**src/lfo_pkg.sv**
```systemverilog
// LFO shared definitions
// waveform and register enums, bus structs and datapath constants
package lfo_pkg;

    // phase accumulator width
    localparam int PHASE_W = 16;

    // noise register value after reset
    localparam logic [14:0] LFSR_SEED = 15'h7fff;

    // waveform select, as written to the wave register
    typedef enum logic [1:0] {
        WAVE_SAW      = 2'd0,
        WAVE_SQUARE   = 2'd1,
        WAVE_TRIANGLE = 2'd2,
        WAVE_NOISE    = 2'd3
    } lfo_wave_e;

    // host register map
    typedef enum logic [1:0] {
        REG_CTRL  = 2'd0,
        REG_FREQ  = 2'd1,
        REG_DEPTH = 2'd2,
        REG_WAVE  = 2'd3
    } reg_addr_e;

    // one host register write
    typedef struct packed {
        reg_addr_e   addr;
        logic [7:0]  data;
    } reg_write_t;

    // live LFO configuration
    typedef struct packed {
        logic [7:0]  freq;
        logic [6:0]  amd;
        logic [6:0]  pmd;
        lfo_wave_e   wave;
    } lfo_cfg_t;

    // modulation outputs, am unsigned and pm two's complement
    typedef struct packed {
        logic [7:0]         am;
        logic signed [7:0]  pm;
    } lfo_out_t;

endpackage

```
**src/lfo_noise_lfsr.sv**
```systemverilog
// LFO noise source, 15-bit two-tap LFSR stepped once per sample
`timescale 1ns/1ps

module lfo_noise_lfsr (
    input  logic        clk,
    input  logic        rst,
    input  logic        tick,
    output logic [14:0] noise
);

    logic feedback;

    // taps on the two lowest bits, maximal length
    assign feedback = noise[0] ^ noise[1];

    always_ff @(posedge clk or posedge rst) begin
        if (rst) begin
            noise <= lfo_pkg::LFSR_SEED;
        end else if (tick) begin
            noise <= {feedback, noise[14:1]};
        end
    end

endmodule

```
**src/lfo_phase_acc.sv**
```systemverilog
// LFO phase accumulator
// maps the frequency byte to an increment and advances phase per tick
`timescale 1ns/1ps

module lfo_phase_acc (
    input  logic                        clk,
    input  logic                        rst,
    input  logic                        tick,
    input  logic                        phase_clear,
    input  logic [7:0]                  freq,
    output logic [lfo_pkg::PHASE_W-1:0] phase
);

    logic [3:0]                  exponent;
    logic [3:0]                  mantissa;
    logic [19:0]                 scaled;
    logic [lfo_pkg::PHASE_W-1:0] phase_inc;

    assign exponent = freq[7:4];
    assign mantissa = freq[3:0];

    // implicit leading one, max 31 << 15 still fits in 20 bits
    assign scaled    = {15'd0, 1'b1, mantissa} << exponent;
    assign phase_inc = scaled[19:4];

    always_ff @(posedge clk or posedge rst) begin
        if (rst) begin
            phase <= '0;
        end else if (phase_clear) begin
            phase <= '0;
        end else if (tick) begin
            // wraps modulo 2^16
            phase <= phase + phase_inc;
        end
    end

endmodule

```
**src/lfo_regs_ctrl.sv**
```systemverilog
// LFO register file and sample timing
// decodes host writes, runs the sample divider, issues phase clears
`timescale 1ns/1ps

module lfo_regs_ctrl #(
    parameter int SAMPLE_DIV = 16
) (
    input  logic                 clk,
    input  logic                 rst,
    input  logic                 wr_strobe,
    input  lfo_pkg::reg_write_t  wr,
    output lfo_pkg::lfo_cfg_t    cfg,
    output logic                 tick,
    output logic                 phase_clear
);

    localparam int CNT_W = $clog2(SAMPLE_DIV);

    logic [CNT_W-1:0] div_cnt;
    logic             div_hit;
    logic             tick_pend;
    logic             tick_due;

    // free running sample divider
    assign div_hit = (div_cnt == CNT_W'(SAMPLE_DIV - 1));

    always_ff @(posedge clk or posedge rst) begin
        if (rst) begin
            div_cnt <= '0;
        end else if (div_hit) begin
            div_cnt <= '0;
        end else begin
            div_cnt <= div_cnt + 1'b1;
        end
    end

    // a tick that lands on a clear slips by one cycle
    assign tick_due = div_hit || tick_pend;
    assign tick     = tick_due && !phase_clear;

    always_ff @(posedge clk or posedge rst) begin
        if (rst) begin
            tick_pend <= 1'b0;
        end else begin
            tick_pend <= tick_due && phase_clear;
        end
    end

    // register writes, visible one cycle after the strobe
    always_ff @(posedge clk or posedge rst) begin
        if (rst) begin
            cfg         <= '0;
            phase_clear <= 1'b0;
        end else begin
            phase_clear <= 1'b0;
            if (wr_strobe) begin
                case (wr.addr)
                    lfo_pkg::REG_CTRL: begin
                        phase_clear <= wr.data[0];
                    end
                    lfo_pkg::REG_FREQ: begin
                        cfg.freq <= wr.data;
                    end
                    lfo_pkg::REG_DEPTH: begin
                        // bit 7 picks pm depth over am depth
                        if (wr.data[7]) begin
                            cfg.pmd <= wr.data[6:0];
                        end else begin
                            cfg.amd <= wr.data[6:0];
                        end
                    end
                    lfo_pkg::REG_WAVE: begin
                        cfg.wave <= lfo_pkg::lfo_wave_e'(wr.data[1:0]);
                    end
                endcase
            end
        end
    end

endmodule

```
**src/lfo_top.sv**
```systemverilog
// LFO top level
// register control, phase, noise and shaper blocks wired together
`timescale 1ns/1ps

module lfo_top #(
    parameter int SAMPLE_DIV = 16
) (
    input  logic                 clk,
    input  logic                 rst,
    input  logic                 wr_strobe,
    input  lfo_pkg::reg_write_t  wr,
    output lfo_pkg::lfo_out_t    out,
    output logic                 out_valid
);

    lfo_pkg::lfo_cfg_t           cfg;
    logic                        tick;
    logic                        phase_clear;
    logic [lfo_pkg::PHASE_W-1:0] phase;
    logic [14:0]                 noise;

    lfo_regs_ctrl #(
        .SAMPLE_DIV (SAMPLE_DIV)
    ) u_ctrl (
        .clk         (clk),
        .rst         (rst),
        .wr_strobe   (wr_strobe),
        .wr          (wr),
        .cfg         (cfg),
        .tick        (tick),
        .phase_clear (phase_clear)
    );

    lfo_phase_acc u_phase (
        .clk         (clk),
        .rst         (rst),
        .tick        (tick),
        .phase_clear (phase_clear),
        .freq        (cfg.freq),
        .phase       (phase)
    );

    // noise keeps running through phase clears
    lfo_noise_lfsr u_noise (
        .clk   (clk),
        .rst   (rst),
        .tick  (tick),
        .noise (noise)
    );

    lfo_wave_shaper u_shaper (
        .clk       (clk),
        .rst       (rst),
        .tick      (tick),
        .cfg       (cfg),
        .phase     (phase),
        .noise     (noise),
        .out       (out),
        .out_valid (out_valid)
    );

endmodule

```
**src/lfo_wave_shaper.sv**
```systemverilog
// LFO wave shaper
// picks the waveform, scales it by AM and PM depth, registers the result
`timescale 1ns/1ps

module lfo_wave_shaper (
    input  logic                        clk,
    input  logic                        rst,
    input  logic                        tick,
    input  lfo_pkg::lfo_cfg_t           cfg,
    input  logic [lfo_pkg::PHASE_W-1:0] phase,
    input  logic [14:0]                 noise,
    output lfo_pkg::lfo_out_t           out,
    output logic                        out_valid
);

    logic               tick_d;
    logic [7:0]         wave_u;
    logic [6:0]         wave_t;
    logic [7:0]         w;
    logic [14:0]        am_prod;
    logic signed [8:0]  centered;
    logic signed [16:0] pm_prod;
    logic signed [16:0] pm_shift;

    // phase and noise are fresh one cycle after tick
    always_ff @(posedge clk or posedge rst) begin
        if (rst) begin
            tick_d <= 1'b0;
        end else begin
            tick_d <= tick;
        end
    end

    assign wave_u = phase[lfo_pkg::PHASE_W-1 -: 8];
    assign wave_t = phase[lfo_pkg::PHASE_W-2 -: 7];

    always_comb begin
        w = wave_u;
        case (cfg.wave)
            lfo_pkg::WAVE_SAW: begin
                w = wave_u;
            end
            lfo_pkg::WAVE_SQUARE: begin
                w = phase[lfo_pkg::PHASE_W-1] ? 8'd0 : 8'd255;
            end
            lfo_pkg::WAVE_TRIANGLE: begin
                // rising half then mirrored falling half
                w = phase[lfo_pkg::PHASE_W-1] ? ~{wave_t, 1'b0} : {wave_t, 1'b0};
            end
            lfo_pkg::WAVE_NOISE: begin
                w = noise[7:0];
            end
            default: begin
                w = wave_u;
            end
        endcase
    end

    // am depth, unsigned
    assign am_prod = w * cfg.amd;

    // pm depth, centred on zero
    assign centered = $signed({1'b0, w}) - 9'sd128;
    assign pm_prod  = centered * $signed({1'b0, cfg.pmd});
    assign pm_shift = pm_prod >>> 7;

    always_ff @(posedge clk or posedge rst) begin
        if (rst) begin
            out       <= '0;
            out_valid <= 1'b0;
        end else begin
            out_valid <= tick_d;
            if (tick_d) begin
                out.am <= am_prod[14:7];
                out.pm <= pm_shift[7:0];
            end
        end
    end

endmodule

```
**config.mk**
```make
export PLATFORM = sky130hd
export DESIGN_NAME = lfo_top
export DESIGN_NICKNAME = d
export VERILOG_FILES = /design/src/lfo_pkg.sv /design/src/lfo_noise_lfsr.sv /design/src/lfo_phase_acc.sv /design/src/lfo_regs_ctrl.sv /design/src/lfo_top.sv /design/src/lfo_wave_shaper.sv
export SDC_FILE = /design/constraint.sdc
export NUM_CORES = 1
export LEC_CHECK = 0
export ABC_AREA = 1
export ABC_CLOCK_PERIOD_IN_PS = 5100
export CAP_MARGIN = 0
export CORE_ASPECT_RATIO = 1.4
export CORE_UTILIZATION = 25
export CTS_BUF_LIST = sky130_fd_sc_hd__clkbuf_2
export DETAILED_ROUTE_END_ITERATION = 6
export DONT_BUFFER_PORTS = 1
export PLACE_DENSITY_LB_ADDON = 0.15
export SLEW_MARGIN = 20
export SYNTH_ARGS = -nofsm -noshare
export SYNTH_HDL_FRONTEND = slang
export SYNTH_SLANG_ARGS = --single-unit
```
**constraint.sdc**
```tcl
create_clock -name clk -period 5.1 [get_ports clk]
set_input_delay 1.02 -clock clk [delete_from_list [all_inputs] [get_ports clk]]
set_output_delay 1.02 -clock clk [all_outputs]
set_load 0.01 [all_outputs]
```
Word level (Yosys, flattened, before mapping):

Cells that the tools add are included.

* eq/ne operators: 7
* bitwise gates (word level): 3
* reduce and logical (&&, ||, !) cells: 11
* divide/modulo/power cells: 0
* multiply operators: 2
* order comparisons: 0
* multiplexer cells: 8
* add/subtract/negate cells: 3
* shift-type cells: 1

Operators with widths (number)
* $mux 16: 2
* $pmux 8 s4: 1
* $shl 5x4->20: 1
* $add 16x16->16: 1
* $mux 8: 2
* $mul 8x7->15: 1
* $mul 9x8->15: 1
* $sub 8x8->9 const B: 1
* $eq 2x2->1 const B: 4
* $not 8->8: 1
* $reduce_and 3->1: 2
* $add 4x1->4 const B: 1
* $eq 2x1->1 const B: 2
* $eq 4x4->1 const B: 1
* $logic_not 2->1: 2
* $mux 4: 1
* $reduce_and 2->1: 2
* $logic_and 1x1->1: 2
* $mux 1: 2
* $reduce_bool 2->1: 1
* $logic_not 1->1: 1
* $logic_or 1x1->1: 1
* $not 1->1: 1
* $xor 1x1->1: 1

* logic and storage cells: 48
* bits in writable memories: 0
* output and inout port bits: 17
* memories: 0
* bits in registers: 79
* input bits: 13
* bits in read-only memories: 0
* bits in latches: 0

Depth between registers and ports, before layout:

Gate-level depths: netlist (run 1).

* depth after elaboration: 5
* mapped depth: 26

Modules after synthesis:

Synthesis (run 1) repeated with hierarchy kept, for this count alone.

* cells, all modules: 1162
* area total of the unflattened synthesis: 8524.4 µm²

Modules (own cells, without submodules)
* lfo_wave_shaper: instances 1, seq. area each 450.4 µm², area an instance 4863.4 µm², cells each 668
* lfo_phase_acc: instances 1, seq. area each 400.4 µm², area an instance 1791.7 µm², cells each 303
* lfo_regs_ctrl: instances 1, seq. area each 750.7 µm², area an instance 1226.2 µm², cells each 130
* lfo_noise_lfsr: instances 1, seq. area each 394.1 µm², area an instance 643.1 µm², cells each 61

Least setup slack after synthesis (run 1):

OpenSTA, ideal clock, no wires.

* path type: register to register
* from: register, netlist name u_ctrl.cfg[0]
* to: register, netlist name u_shaper.out[15]
* stages on the path, launching flop included: 22
* required time: 4983 ps
* setup slack: 285 ps
* arrival: 4697 ps
* path through: dfrtp_1 -> nor2_1 -> inv_1 -> o21a_1 -> inv_1 -> clkbuf_1 -> nor2_1 -> fa_1 -> fa_1 -> fa_1 -> inv_1 -> fa_1 -> inv_1 -> ha_1 -> a21oi_1 -> o21ai_0 -> inv_1 -> nor2_1 -> a211oi_1 -> nand3_1 -> nand3_1 -> nand2_1

* word-level cells in the longest chain between the ends: 3
* elaborated cells on any way between the ends: 6
* classes of those cells: mul: 1; eq/ne: 3; mux: 1; reduce/logical: 1

Ends and longest elaborated chain
* $eq 2x2->1, or another cell as far along: line lfo_wave_shaper.sv:39 `case (cfg.wave)`
* $pmux 8 s4 (*): line lfo_wave_shaper.sv:39
* $mul 8x7->15 (*): line lfo_wave_shaper.sv:60 `assign am_prod = w * cfg.amd;`

Mark *: on every way between the ends. The rest lies on a longest branch, timed or not.
A chain may end at the register's enable or synchronous reset.

Worst setup path in the final report (run 1):

* from: register, netlist name u_ctrl.cfg[1]
* to: register, netlist name u_shaper.out[7]

* word-level cells in the longest chain between the ends: 4
* elaborated cells on any way between the ends: 7
* classes of those cells: add/sub: 1; mul: 1; eq/ne: 3; mux: 1; reduce/logical: 1

Ends and longest elaborated chain
* $eq 2x2->1, or another cell as far along: line lfo_wave_shaper.sv:39
* $pmux 8 s4 (*): line lfo_wave_shaper.sv:39
* $sub 8x8->9 (*): line lfo_wave_shaper.sv:63 `assign centered = $signed({1'b0, w}) - 9'sd128;`
* $mul 9x8->15 (*): line lfo_wave_shaper.sv:64 `assign pm_prod = centered * $signed({1'b0, cfg.pmd});`

Marked as above.

==> reports/qor.log, run 1 <==
[outcome] run status finished, final reports clean
[synth] mean cell area of the mapped netlist 7.50 µm²
[synth] distinct cell type count after synthesis 43
[detailed_routing] DRC violation total after the first TritonRoute iteration 316
[power] worst vdd ir 0.247 mV
[place] Routability Congestion 0.830
[synth] synthesized-area fraction occupied by ao, oa, aoi and oai cells 0.104
[setup_path] worst-path maximum fanout 9
[timing] remaining max-slew budget at the tightest pin 0.371
[detailed_routing] average detailed-routed wire length per instance 15.0 µm
[global_route] number of global-route vias before repair 6897
[clocking] number of buffers on the longest clock path 2
[floorplanning] effective utilization at floorplan 0.255
[detailed_routing] ANT nets after route 0
[timing] final critical-path required period 4.76 ns
[synth] mux contribution to synthesized area 0
[floorplanning] overall die width 154 µm
[global_route] grt ovf 0
[setup_path] Crit Path Class reg -> reg
[clocking] H-Tree Level Count 3
[clocking] CTS tree done
[synth] Synth Cell Area 8070 µm²
[timing] final clock period utilization by the worst path 0.934
[floorplanning] Die Outline Area 33000 µm²
[floorplanning] area inside the core boundary 31700 µm²
[timing] setup violation total in the final timing report 0
[final_layout] Filler cells 3468
[synth] most used flip-flop cell after synthesis sky130_fd_sc_hd__dfrtp_1
[clocking] clock latency at the later pin of the worst-skew pair 0.69 ns
[synth] register bit total from synthesis 79
[final_layout] proportion of layout cells with a drive suffix above 1 0.0987
[synth] proportion of netlist area held by the largest area contributor 0.198
[timing] Max Clock Freq 210 MHz
[synth] net count after synthesis 1236
[setup_path] kind of end point of the critical path register
[flow_run] total of max-cap violations 0
[synth] asr flop ratio synth 1.00
[setup_path] r2r startpoint u_ctrl.cfg[1]
[setup_path] required time of the worst setup path 5.67 ns
[setup_path] startpoint of the worst setup timing path u_ctrl.cfg[1]
[global_route] antenna violations before repair 1
[synth] sequential share of the synthesized area 0.247
[final_layout] synthesis-to-layout area growth 10.9%
[final_layout] number of nets in the layout 1258
[timing] RSZ-0062 raised after global routing no
[global_route] GR Util All Layers 0.144
[clocking] count of hold buffers inserted by post-cts repair 0
[timing] setup TNS after final layout 0 ns
[synth] number of synthesis warnings 0
[final_layout] final core utilization 0.283
[setup_path] category of the worst setup path launch point register
[timing] crit path setup slack, layout 0.336 ns
[timing] number of pins exceeding their max-slew limit in the final report 0
[timing] Clock Skew 0.0558 ns
[synth] dominant combinational cell family by area after synthesis adder cells
[synth] post-synthesis share of cell area spent on full adders, half adders and majority gates 0.293
[clocking] Clock Sinks 79
[final_layout] Final Non-Filler Cells 1500
[place] cell count after placement 1474
[place] HPWL reported at the end of detailed placement 18.3 mm
[global_route] global-route wire length before repair 36.9 mm
[synth] XOR/XNOR Fraction of Synth Area 0.0119
[clocking] clock root buffer sky130_fd_sc_hd__clkbuf_2
[detailed_routing] first-pass detailed-route iteration total 7
[place] number of port buffers 0
[power] leak pwr 4.55 nW
[detailed_routing] total wire length after detailed routing 22.5 mm
[synth] post-synthesis cell type with the largest combined area sky130_fd_sc_hd__dfrtp_1
[clocking] post-CTS clock slew at the launch and capture registers of the worst setup and hold paths 0.33 ns
[timing] hold slack final 0.177 ns
[synth] post-synthesis share of cell area spent on and, or, nand and nor gates 0.244
[detailed_routing] vias per cell 4.49
[synth] Post-Synthesis Cells 1077
[clocking] clock buffers created by TritonCTS 9
[detailed_routing] vias after detailed routing 6731
[floorplanning] die outline height 215 µm
[setup_path] critical path arrival 5.34 ns
[power] power density normalized to cell area 565 nW/µm²
[floorplanning] I/O pins 30
[place] Setup Slack @ Placement 0.174 ns
[global_route] pin count of the biggest net entering global routing 54
[worst_hold_path] Hold Path Class in -> async
[timing] final count of hold timing violations 0
[detailed_routing] count of unresolved DRC violations after routing 0
[synth] number of enable flip-flop cells after synthesis 0
[synth] largest cells by area after synthesis sky130_fd_sc_hd__dfrtp_1 20%, sky130_fd_sc_hd__fa_1 18%, sky130_fd_sc_hd__ha_1 11%
[floorplanning] number of placement rows 77
[timing] slew at the pin closest to its max-slew limit 0.943 ns
worst max-delay path: stages, from the launching register on:
cell and delay (ns):
sky130_fd_sc_hd__dfrtp_2 0.49, sky130_fd_sc_hd__inv_2 0.07, sky130_fd_sc_hd__nor2_4 0.18, sky130_fd_sc_hd__nand2_1 0.07, sky130_fd_sc_hd__o221ai_1 0.13, sky130_fd_sc_hd__o21ai_0 0.11
sky130_fd_sc_hd__buf_4 0.18, sky130_fd_sc_hd__inv_1 0.09, sky130_fd_sc_hd__nand2_1 0.07, sky130_fd_sc_hd__fa_1 0.49, sky130_fd_sc_hd__inv_1 0.06, sky130_fd_sc_hd__fa_1 0.50
sky130_fd_sc_hd__fa_1 0.49, sky130_fd_sc_hd__inv_1 0.05, sky130_fd_sc_hd__fa_1 0.47, sky130_fd_sc_hd__inv_1 0.04, sky130_fd_sc_hd__ha_1 0.35, sky130_fd_sc_hd__nand2_1 0.12
sky130_fd_sc_hd__o21ai_0 0.31, sky130_fd_sc_hd__a21oi_1 0.14, sky130_fd_sc_hd__nand2_1 0.09, sky130_fd_sc_hd__nand2_1 0.05, sky130_fd_sc_hd__nand3_1 0.06, sky130_fd_sc_hd__nand2_1 0.06
area by class of cell:
| type | instances | area (µm²) | area share |
|---|---|---|---|
| multi-input combinational | 785 | 5370 | 0.599 |
| sequential | 79 | 2000 | 0.223 |
| inverter | 196 | 738 | 0.0824 |
| tap | 395 | 494 | 0.0552 |
| timing repair buffer | 28 | 210 | 0.0235 |
| clock inverter | 7 | 97.6 | 0.0109 |
| clock buffer | 9 | 45.0 | 0.00503 |
| antenna | 1 | 2.50 | 0.000279 |
logic make-up (layout without fill, tap and decap cells):
kind of cell               Yosys count  count (layout)
and+or+nand+nor                    476             476
buffers and inverters              213             240
AOI/OAI and AO/OA                  152             152
adders and majority gates          146             146
DFF                                 79              79
xor gates and xnor gates            11              11
other                                0               1
layer usage:
| metal | track usage | up-vias | share of wire |
|---|---|---|---|
| li1 | - | 3434 | - |
| met1 | 0.164 | 3175 | 0.42 |
| met2 | 0.273 | 90 | 0.54 |
| met3 | 0.0178 | 32 | 0.019 |
| met4 | 0.0507 | 0 | 0.023 |
| met5 | 0 | - | 0 |
worst paths after layout:
path                                           end  slack, ns  cells after the start
worst max-delay path               u_shaper.out[7]       0.34                     23
worst min-delay path              u_shaper.out[13]       0.18                      1
worst max register to register     u_shaper.out[7]       0.34                     23
worst min register to register   u_noise.noise[10]       0.48                      2
max in group asynchronous            u_ctrl.cfg[1]       3.76                      2
min in group clk                u_ctrl.phase_clear       0.36                      1
layout by cell type (no fill, tap or decap), drive strengths merged, types with 12 or more instances in the layout:
master / n
nand2: 248
inv: 196
nor2: 136
o21ai: 78
ha: 74
fa: 72
nand3: 65
dfrtp: 64
a21oi: 40
buf: 28
dfstp: 15
nor3: 12
state kept, by name, summed over array words and instances, names as in the netlist:
| register | count |
|---|---|
| u_ctrl.cfg | 24 |
| u_phase.phase | 16 |
| u_shaper.out | 16 |
| u_noise.noise | 15 |
| u_ctrl.div_cnt | 4 |
| u_ctrl.phase_clear | 1 |
| u_ctrl.tick_pend | 1 |
| u_shaper.out_valid | 1 |
| u_shaper.tick_d | 1 |
cell usage after synthesis (2+ instances only):
master                     number
sky130_fd_sc_hd__nand3b_1       2
sky130_fd_sc_hd__ha_1          74
sky130_fd_sc_hd__nand3_2        3
sky130_fd_sc_hd__a21oi_1       40
sky130_fd_sc_hd__clkinv_1       3
sky130_fd_sc_hd__o21ai_1        7
sky130_fd_sc_hd__dfstp_2       15
sky130_fd_sc_hd__fa_1          72
sky130_fd_sc_hd__nand4_1        6
sky130_fd_sc_hd__o211ai_1       3
sky130_fd_sc_hd__nand2_1      241
sky130_fd_sc_hd__clkbuf_1      13
sky130_fd_sc_hd__o21a_1         2
sky130_fd_sc_hd__inv_2          4
sky130_fd_sc_hd__dfrtp_1       64
sky130_fd_sc_hd__or2_2          4
sky130_fd_sc_hd__o21ai_0       70
sky130_fd_sc_hd__nand3_1       62
sky130_fd_sc_hd__nor3_1        12
sky130_fd_sc_hd__o21bai_1       2
sky130_fd_sc_hd__o22ai_1        5
sky130_fd_sc_hd__buf_2          3
sky130_fd_sc_hd__inv_1        188
sky130_fd_sc_hd__o21bai_2       2
sky130_fd_sc_hd__a22o_1         2
sky130_fd_sc_hd__xor2_1         5
sky130_fd_sc_hd__o31ai_1        2
sky130_fd_sc_hd__a31oi_1       10
sky130_fd_sc_hd__xnor2_1        6
sky130_fd_sc_hd__nand2_2        6
sky130_fd_sc_hd__nor2_1       135
sky130_fd_sc_hd__a211oi_1       3
report_power, final:
group	internal (mW)	switching, mW
registers	0.757	0.152
logic	1.42	2.29
clock network	0.133	0.310
total	2.31	2.75
metrics by stage:
step	cell area, µm²	total power [mW]
detailed placement	8650	4.47
global placement	8650	4.48
floorplan	8070	3.56
CTS	8790	4.97
global route	8960	5.79
finish	8960	5.06
repair_timing:
item / in CTS / in global routing
hold endpoints to repair: 0 / 0
endpoints found under the setup margin: 0 / 13
buffers inserted: 0 / 9
gates resized for setup: 0 / 31
Power figures use the tool's default switching activity.
==> run 2, diff against run 1 <==
- CORE_UTILIZATION: 25 -> 61
==> reports/qor.log, run 2 (same netlist as run 1, synthesis figures left out) <==
[detailed_routing] first-pass detailed-route iteration total 5 [-2]
[final_layout] final core utilization 0.663 [+0.381]
[global_route] pin count of the biggest net entering global routing 50 [-7.4%]
[power] portion of total power attributed to combinational logic 0.742 [+0.009]
[floorplanning] number of placement rows 49 [-36%]
[final_layout] number of nets in the layout 1253 [-0.40%]
[timing] Max Clock Freq 206 MHz [-2.0%]
[detailed_routing] DRC violation total after the first TritonRoute iteration 281 [-11%]
[power] share of power burned in registers 0.189 [+0.009]
[timing] final clock period utilization by the worst path 0.953 [+0.0188]
[setup_path] critical path arrival 5.39 ns [+0.05 ns]
[final_layout] register containing the most flip-flops in the final layout u_ctrl.cfg
[timing] final critical-path required period 4.86 ns [+0.0960 ns]
[global_route] number of global-route vias before repair 6795 [-1.5%]
[final_layout] largest registers u_ctrl.cfg x24, u_phase.phase x16, u_shaper.out x16
[detailed_routing] count of unresolved DRC violations after routing 0 [unchanged]
[global_route] grt ovf 0 [unchanged]
[clocking] clock root buffer sky130_fd_sc_hd__clkbuf_2
[clocking] number of buffers on the longest clock path 2 [unchanged]
[setup_path] cell breakdown of the critical path inv_2, nor2_4, nand2_1, o221ai_1, o21ai_1, buf_12, inv_1, nand2_1, fa_1, fa_1, inv_1, fa_1, inv_1, fa_1, inv_1, ha_1, buf_4, a21oi_1, o21ai_1, a21oi_1, nand3_1, nand3_1, nand2_1
[setup_path] Worst path slowest cell sky130_fd_sc_hd__fa_1
[floorplanning] overall die width 99.2 µm [-36%]
[final_layout] synthesis-to-layout area growth 5.76%
[detailed_routing] average detailed-routed wire length per instance 15.4 µm [+2.7%]
[power] internal power 2.17 mW [-5.8%]
[floorplanning] die outline height 138 µm [-36%]
[outcome] run status finished, final reports clean
[place] HPWL reported at the end of detailed placement 15.5 mm [-15%]
[clocking] clock latency at the later pin of the worst-skew pair 0.60 ns [-0.09 ns]
[timing] remaining max-slew budget at the tightest pin 0.406 [+0.0350]
[flow_run] total of max-cap violations 0 [unchanged]
[final_layout] proportion of layout cells with a drive suffix above 1 0.0874 [-0.0114]
[final_layout] max FFs per register 24 [unchanged]
[detailed_routing] total wire length after detailed routing 19.3 mm [-14%]
[floorplanning] Die Outline Area 13700 µm² [-59%]
[clocking] clock buffers created by TritonCTS 9 [unchanged]
[clocking] Clock Sinks 79 [unchanged]
[detailed_routing] vias after detailed routing 6932 [+3.0%]
[timing] slew at the pin closest to its max-slew limit 0.891 ns [-0.0524 ns]
[power] switching power summed over all nets 2.65 mW [-3.6%]
[setup_path] worst-path maximum fanout 12 [+3]
[timing] hold slack final 0.413 ns [+0.236 ns]
[setup_path] register-to-register setup slack 0.24 ns [-0.10 ns]
[power] fraction of power consumed by the clock network 0.069 [-0.018]
[timing] final count of hold timing violations 0 [unchanged]
[setup_path] kind of end point of the critical path register
[final_layout] commonest non-fill, non-tap cell in the layout sky130_fd_sc_hd__nand2_1
[place] number of port buffers 0 [unchanged]
[floorplanning] effective utilization at floorplan 0.627 [+0.372]
[final_layout] commonest cells after routing, fill and taps aside 241 x sky130_fd_sc_hd__nand2_1, 185 x sky130_fd_sc_hd__inv_1, 131 x sky130_fd_sc_hd__nor2_1
[setup_path] gate family responsible for the most delay along the worst path adder cells
[clocking] post-CTS clock slew at the launch and capture registers of the worst setup and hold paths 0.26 ns [-0.07 ns]
[global_route] GR Util All Layers 0.299 [+0.154]
[clocking] H-Tree Level Count 3 [unchanged]
[setup_path] Crit Path Class reg -> reg
[timing] number of pins exceeding their max-slew limit in the final report 0 [unchanged]
[detailed_routing] vias per cell 5.53 [+23%]
[setup_path] Buf+Inv Stages, Crit Path 7 [+1]
[power] worst vdd ir 0.287 mV [+16%]
[power] leak pwr 4.49 nW [-1.1%]
[timing] setup violation total in the final timing report 0 [unchanged]
[clocking] CTS tree done
[power] net switching fraction of the power 0.550 [+0.00576]
[floorplanning] area inside the core boundary 12900 µm² [-59%]
[detailed_routing] ANT nets after route 0 [unchanged]
[worst_hold_path] Hold Path Class in -> async
[place] Routability Congestion 0.917 [+10%]
[timing] Clock Skew 0.0270 ns [-0.0288 ns]
[setup_path] required time of the worst setup path 5.63 ns [-0.04 ns]
[floorplanning] I/O pins 30 [unchanged]
[global_route] global-route wire length before repair 31.9 mm [-14%]
[power] power density normalized to cell area 565 nW/µm² [about the same]
[global_route] antenna violations before repair 1 [unchanged]
[setup_path] peak per-stage delay on the critical path 0.53 ns [+0.03 ns]
[timing] setup TNS after final layout 0 ns [unchanged]
[setup_path] category of the worst setup path launch point register
-- run 2: changes by cell type in the layout (fill, tap and decap cells not counted), moves of 2 or more --
cell,previous run,this run
sky130_fd_sc_hd__a21oi_1,33,37
sky130_fd_sc_hd__buf_4,28,22
sky130_fd_sc_hd__clkinvlp_4,0,2
sky130_fd_sc_hd__ha_4,2,0
sky130_fd_sc_hd__a21oi_2,7,3
sky130_fd_sc_hd__inv_8,3,0
sky130_fd_sc_hd__clkinv_4,0,3
sky130_fd_sc_hd__inv_2,7,5
-- run 2: routing by layer --
layer	wire length [µm]	track usage	vias up	part of all wire
met3	708	0.0389	51	0.037
met4	693	0.132	0	0.036
li1	-	-	3431	-
met2	10200	0.539	186	0.53
met1	7680	0.350	3264	0.40
met5	0	0	-	0
-- run 2: final timing paths --
path	startpoint	endpoint	depth (start not counted)
min in group clk	wr[9]	u_ctrl.phase_clear	1
setup reg to reg	u_ctrl.cfg[1]	u_shaper.out[7]	23
setup / recovery	u_ctrl.cfg[1]	u_shaper.out[7]	23
max in group asynchronous	rst	u_noise.noise[1]	2
hold / removal	rst	u_shaper.tick_d	1
hold reg to reg	u_noise.noise[10]	u_noise.noise[10]	2
-- run 2: timing repair --
action	in CTS	in global routing
hold buffers	0	0
hold endpoints to repair	0	0
endpoints found under the setup margin	0	11
buffers inserted	0	5
resized for setup	0	22
-- run 2: cell type report --
cell class | instances | area, µm²
fill | 1170 | 4340
multi-input combinational | 785 | 5320
antenna | 1 | 2.50
timing repair buffer | 23 | 185
inverter | 196 | 742
sequential | 79 | 2000
clock buffer | 9 | 45.0
clock inverter | 7 | 55.1
tap | 153 | 191
-- run 2: stage by stage --
stage                     area (µm²)  setup slack (ns)  instances  power, mW
after floorplan                 8070             0.285       1077       3.56
after global placement          8350             0.115       1231       4.31
after detailed placement        8350            0.0880       1231       4.38
after CTS                       8450            0.0492       1247       4.73
after global routing            8540           -0.0107       1253       5.45
final                           8540             0.239       1253       4.83
-- run 2: power by group through the flow --
stage	clock network [mW]	registers [mW]	logic [mW]
2_1_floorplan	0	0.875	2.68
3_3_place_gp	0	0.919	3.39
3_5_place_dp	0	0.921	3.46
4_1_cts	0.340	0.910	3.48
5_1_grt	0.366	0.930	4.15
6_report	0.332	0.912	3.58
==> run 3, diff against run 2 <==
- ABC_CLOCK_PERIOD_IN_PS: 5100 -> 4500
- clock period: 5.1 -> 4.5 ns (I/O delays scaled with it)
==> reports/qor.log, run 3 (same netlist as run 1, synthesis figures left out) <==
[outcome] run status complete, but fails checks
[outcome] violated checks setup timing
[setup_path] kind of end point of the critical path register
[detailed_routing] first-pass detailed-route iteration total 5 [unchanged]
[worst_hold_path] Hold Path Class in -> async
[final_layout] max FFs per register 24 [unchanged]
[setup_path] gate family responsible for the most delay along the worst path adder cells
[global_route] grt ovf 0 [unchanged]
[final_layout] commonest non-fill, non-tap cell in the layout sky130_fd_sc_hd__nand2_1
[place] HPWL reported at the end of detailed placement 16.1 mm [+3.6%]
[global_route] pin count of the biggest net entering global routing 45 [-10%]
[setup_path] worst-path maximum fanout 4 [-8]
[global_route] global-route wire length before repair 35.3 mm [+11%]
[detailed_routing] ANT nets after route 0 [unchanged]
[global_route] number of global-route vias before repair 7765 [+14%]
[final_layout] final core utilization 0.779 [+0.115]
[setup_path] Crit Path Class reg -> reg
[detailed_routing] total wire length after detailed routing 23.0 mm [+19%]
[timing] number of pins exceeding their max-slew limit in the final report 0 [unchanged]
[clocking] number of buffers on the longest clock path 2 [unchanged]
[timing] slew at the pin closest to its max-slew limit 0.790 ns [-0.100 ns]
[clocking] clock root buffer sky130_fd_sc_hd__clkbuf_2
[place] Routability Congestion 0.959 [+4.6%]
[timing] crit path setup slack, layout -0.239 ns [-0.479 ns]
[clocking] clock buffers created by TritonCTS 9 [unchanged]
[global_route] antenna violations before repair 1 [unchanged]
[power] power density normalized to cell area 862 nW/µm² [+52%]
[final_layout] register containing the most flip-flops in the final layout u_ctrl.cfg
[floorplanning] overall die width 99.2 µm [unchanged]
[final_layout] Filler cells 896 [-23%]
[setup_path] Buf+Inv Stages, Crit Path 7 [unchanged]
[power] PnR Total Power 8.64 mW [+79%]
[flow_run] total of max-cap violations 0 [unchanged]
[final_layout] Seq. cell area 2000 µm² [about the same]
[setup_path] required time of the worst setup path 5.02 ns [-0.61 ns]
[floorplanning] I/O pins 30 [unchanged]
[global_route] GR Util All Layers 0.329 [+0.0302]
[floorplanning] die outline height 138 µm [unchanged]
[timing] Max Clock Freq 211 MHz [+2.6%]
[place] cell count after placement 1297 [+5.4%]
[final_layout] synthesis-to-layout area growth 24.2%
[floorplanning] number of placement rows 49 [unchanged]
[setup_path] category of the worst setup path launch point register
[detailed_routing] DRC violation total after the first TritonRoute iteration 481 [+71%]
[detailed_routing] vias after detailed routing 7694 [+11%]
[final_layout] proportion of layout cells with a drive suffix above 1 0.260 [+0.173]
[timing] final clock period utilization by the worst path 1.05 [+0.100]
[floorplanning] effective utilization at floorplan 0.627 [unchanged]
[clocking] H-Tree Level Count 3 [unchanged]
[setup_path] peak per-stage delay on the critical path 0.53 ns [about the same]
[place] number of port buffers 0 [unchanged]
[timing] RSZ-0062 raised after global routing yes
[final_layout] commonest cells after routing, fill and taps aside 220 x sky130_fd_sc_hd__nand2_1, 157 x sky130_fd_sc_hd__inv_1, 109 x sky130_fd_sc_hd__nor2_1
[clocking] count of hold buffers inserted by post-cts repair 0 [unchanged]
[final_layout] Final Non-Filler Cells 1339 [+6.9%]
[timing] hold slack final 0.222 ns [-0.191 ns]
[floorplanning] Die Outline Area 13700 µm² [unchanged]
[floorplanning] area inside the core boundary 12900 µm² [unchanged]
[final_layout] area of the multi-input gates 6000 µm² [+13%]
[timing] Clock Skew 0.0696 ns [+0.0426 ns]
[final_layout] largest registers u_ctrl.cfg x24, u_phase.phase x16, u_shaper.out x16
[setup_path] Worst path slowest cell sky130_fd_sc_hd__fa_1
[clocking] clock latency at the later pin of the worst-skew pair 0.62 ns [+0.02 ns]
[final_layout] number of nets in the layout 1339 [+6.9%]
[power] worst vdd ir 0.778 mV [+170%]
[timing] setup violation total in the final timing report 14 [+14]
[setup_path] critical path arrival 5.26 ns [-0.13 ns]
[clocking] Clock Sinks 79 [unchanged]
[clocking] post-CTS clock slew at the launch and capture registers of the worst setup and hold paths 0.30 ns [+0.04 ns]
[detailed_routing] count of unresolved DRC violations after routing 0 [unchanged]
[timing] setup TNS after final layout -1.92 ns [-1.92 ns]
[detailed_routing] average detailed-routed wire length per instance 17.2 µm [+12%]
[timing] final count of hold timing violations 0 [unchanged]
[timing] final critical-path required period 4.74 ns [-0.121 ns]
[timing] remaining max-slew budget at the tightest pin 0.472 [+0.0663]
[power] leak pwr 5.02 nW [+12%]
[detailed_routing] vias per cell 5.75 [+3.9%]
[clocking] CTS tree done
==> run 3: cell types whose count changed in the layout (fill, tap and decap cells not counted), moves of 11 or more <==
cell,before,now
sky130_fd_sc_hd__ha_4,0,18
sky130_fd_sc_hd__buf_4,22,93
sky130_fd_sc_hd__nand2_1,241,220
sky130_fd_sc_hd__a21oi_2,3,14
sky130_fd_sc_hd__nor2_4,1,13
sky130_fd_sc_hd__nand2_2,6,19
sky130_fd_sc_hd__nor2_1,131,109
sky130_fd_sc_hd__inv_2,5,28
sky130_fd_sc_hd__inv_1,185,157
sky130_fd_sc_hd__a21oi_1,37,20
sky130_fd_sc_hd__ha_1,72,56
==> run 3: worst register-to-register path, stage by stage (launching register included) <==
cell and delay, ns:
sky130_fd_sc_hd__dfrtp_2 0.52, sky130_fd_sc_hd__nor2_4 0.17, sky130_fd_sc_hd__buf_4 0.13, sky130_fd_sc_hd__buf_6 0.09, sky130_fd_sc_hd__nand3_2 0.08, sky130_fd_sc_hd__nand3_1 0.11, sky130_fd_sc_hd__o21a_1 0.19, sky130_fd_sc_hd__buf_6 0.12
sky130_fd_sc_hd__nand2_1 0.06, sky130_fd_sc_hd__fa_1 0.46, sky130_fd_sc_hd__fa_1 0.53, sky130_fd_sc_hd__inv_2 0.05, sky130_fd_sc_hd__fa_1 0.47, sky130_fd_sc_hd__inv_1 0.05, sky130_fd_sc_hd__fa_1 0.53, sky130_fd_sc_hd__inv_2 0.06
sky130_fd_sc_hd__ha_4 0.17, sky130_fd_sc_hd__a21oi_4 0.15, sky130_fd_sc_hd__o21ai_1 0.09, sky130_fd_sc_hd__inv_1 0.08, sky130_fd_sc_hd__nor2_1 0.06, sky130_fd_sc_hd__a211oi_2 0.18, sky130_fd_sc_hd__nand2_1 0.07, sky130_fd_sc_hd__nand2_1 0.07
sky130_fd_sc_hd__nand3_1 0.08, sky130_fd_sc_hd__nand2_1 0.08
==> run 3: area by class of cell <==
| class | count | share of cell area |
|---|---|---|
| diodes | 1 | 0.000250 |
| multi-input cells | 785 | 0.598 |
| repair buffers | 109 | 0.0934 |
| inverters | 196 | 0.0755 |
| well taps | 153 | 0.0191 |
| clock buffers | 10 | 0.00499 |
| clock inverters | 6 | 0.00924 |
| flip-flops and latches | 79 | 0.199 |
==> run 3: path summary, 6_finish.rpt <==
| kind | endpoint | cells after the start | slack [ns] | start |
|---|---|---|---|---|
| hold / removal | u_shaper.out_valid | 1 | 0.22 | rst |
| min in group clk | u_ctrl.phase_clear | 1 | 0.37 | wr[9] |
| setup reg to reg | u_shaper.out[15] | 25 | -0.24 | u_ctrl.cfg[0] |
| max in group asynchronous | u_phase.phase[15] | 2 | 3.28 | rst |
| hold reg to reg | u_noise.noise[11] | 2 | 0.47 | u_noise.noise[12] |
| setup / recovery | u_shaper.out[15] | 25 | -0.24 | u_ctrl.cfg[0] |
==> run 3: power breakdown <==
| part | internal, mW | leakage (nW) | switching (mW) |
|---|---|---|---|
| logic | 3.25 | 3.98 | 3.86 |
| registers | 0.858 | 0.961 | 0.176 |
| clock network | 0.189 | 0.0792 | 0.303 |
==> run 3: layer usage <==
layer / part of all wire / vias to the layer above / track usage
met3: 0.043 / 122 / 0.0415
li1: - / 3609 / -
met5: 0 / - / 0
met1: 0.36 / 3659 / 0.346
met4: 0.074 / 0 / 0.226
met2: 0.52 / 304 / 0.600
==> run 3: repair_timing <==
action                                 CTS  global route
cloned                                   1             0
setup buffers                           19             7
setup endpoints to repair               14            16
endpoints found under the hold margin    0             0
pin swaps                               62            68
gates resized for setup                 93           101
==> run 3: through the flow <==
step / area [µm²] / worst slack, ns
final: 10000 / -0.239
after global routing: 10000 / -0.420
after CTS: 9600 / -0.0683
after detailed placement: 8880 / -0.247
after global placement: 8880 / -0.163
after floorplan: 8120 / -0.0614
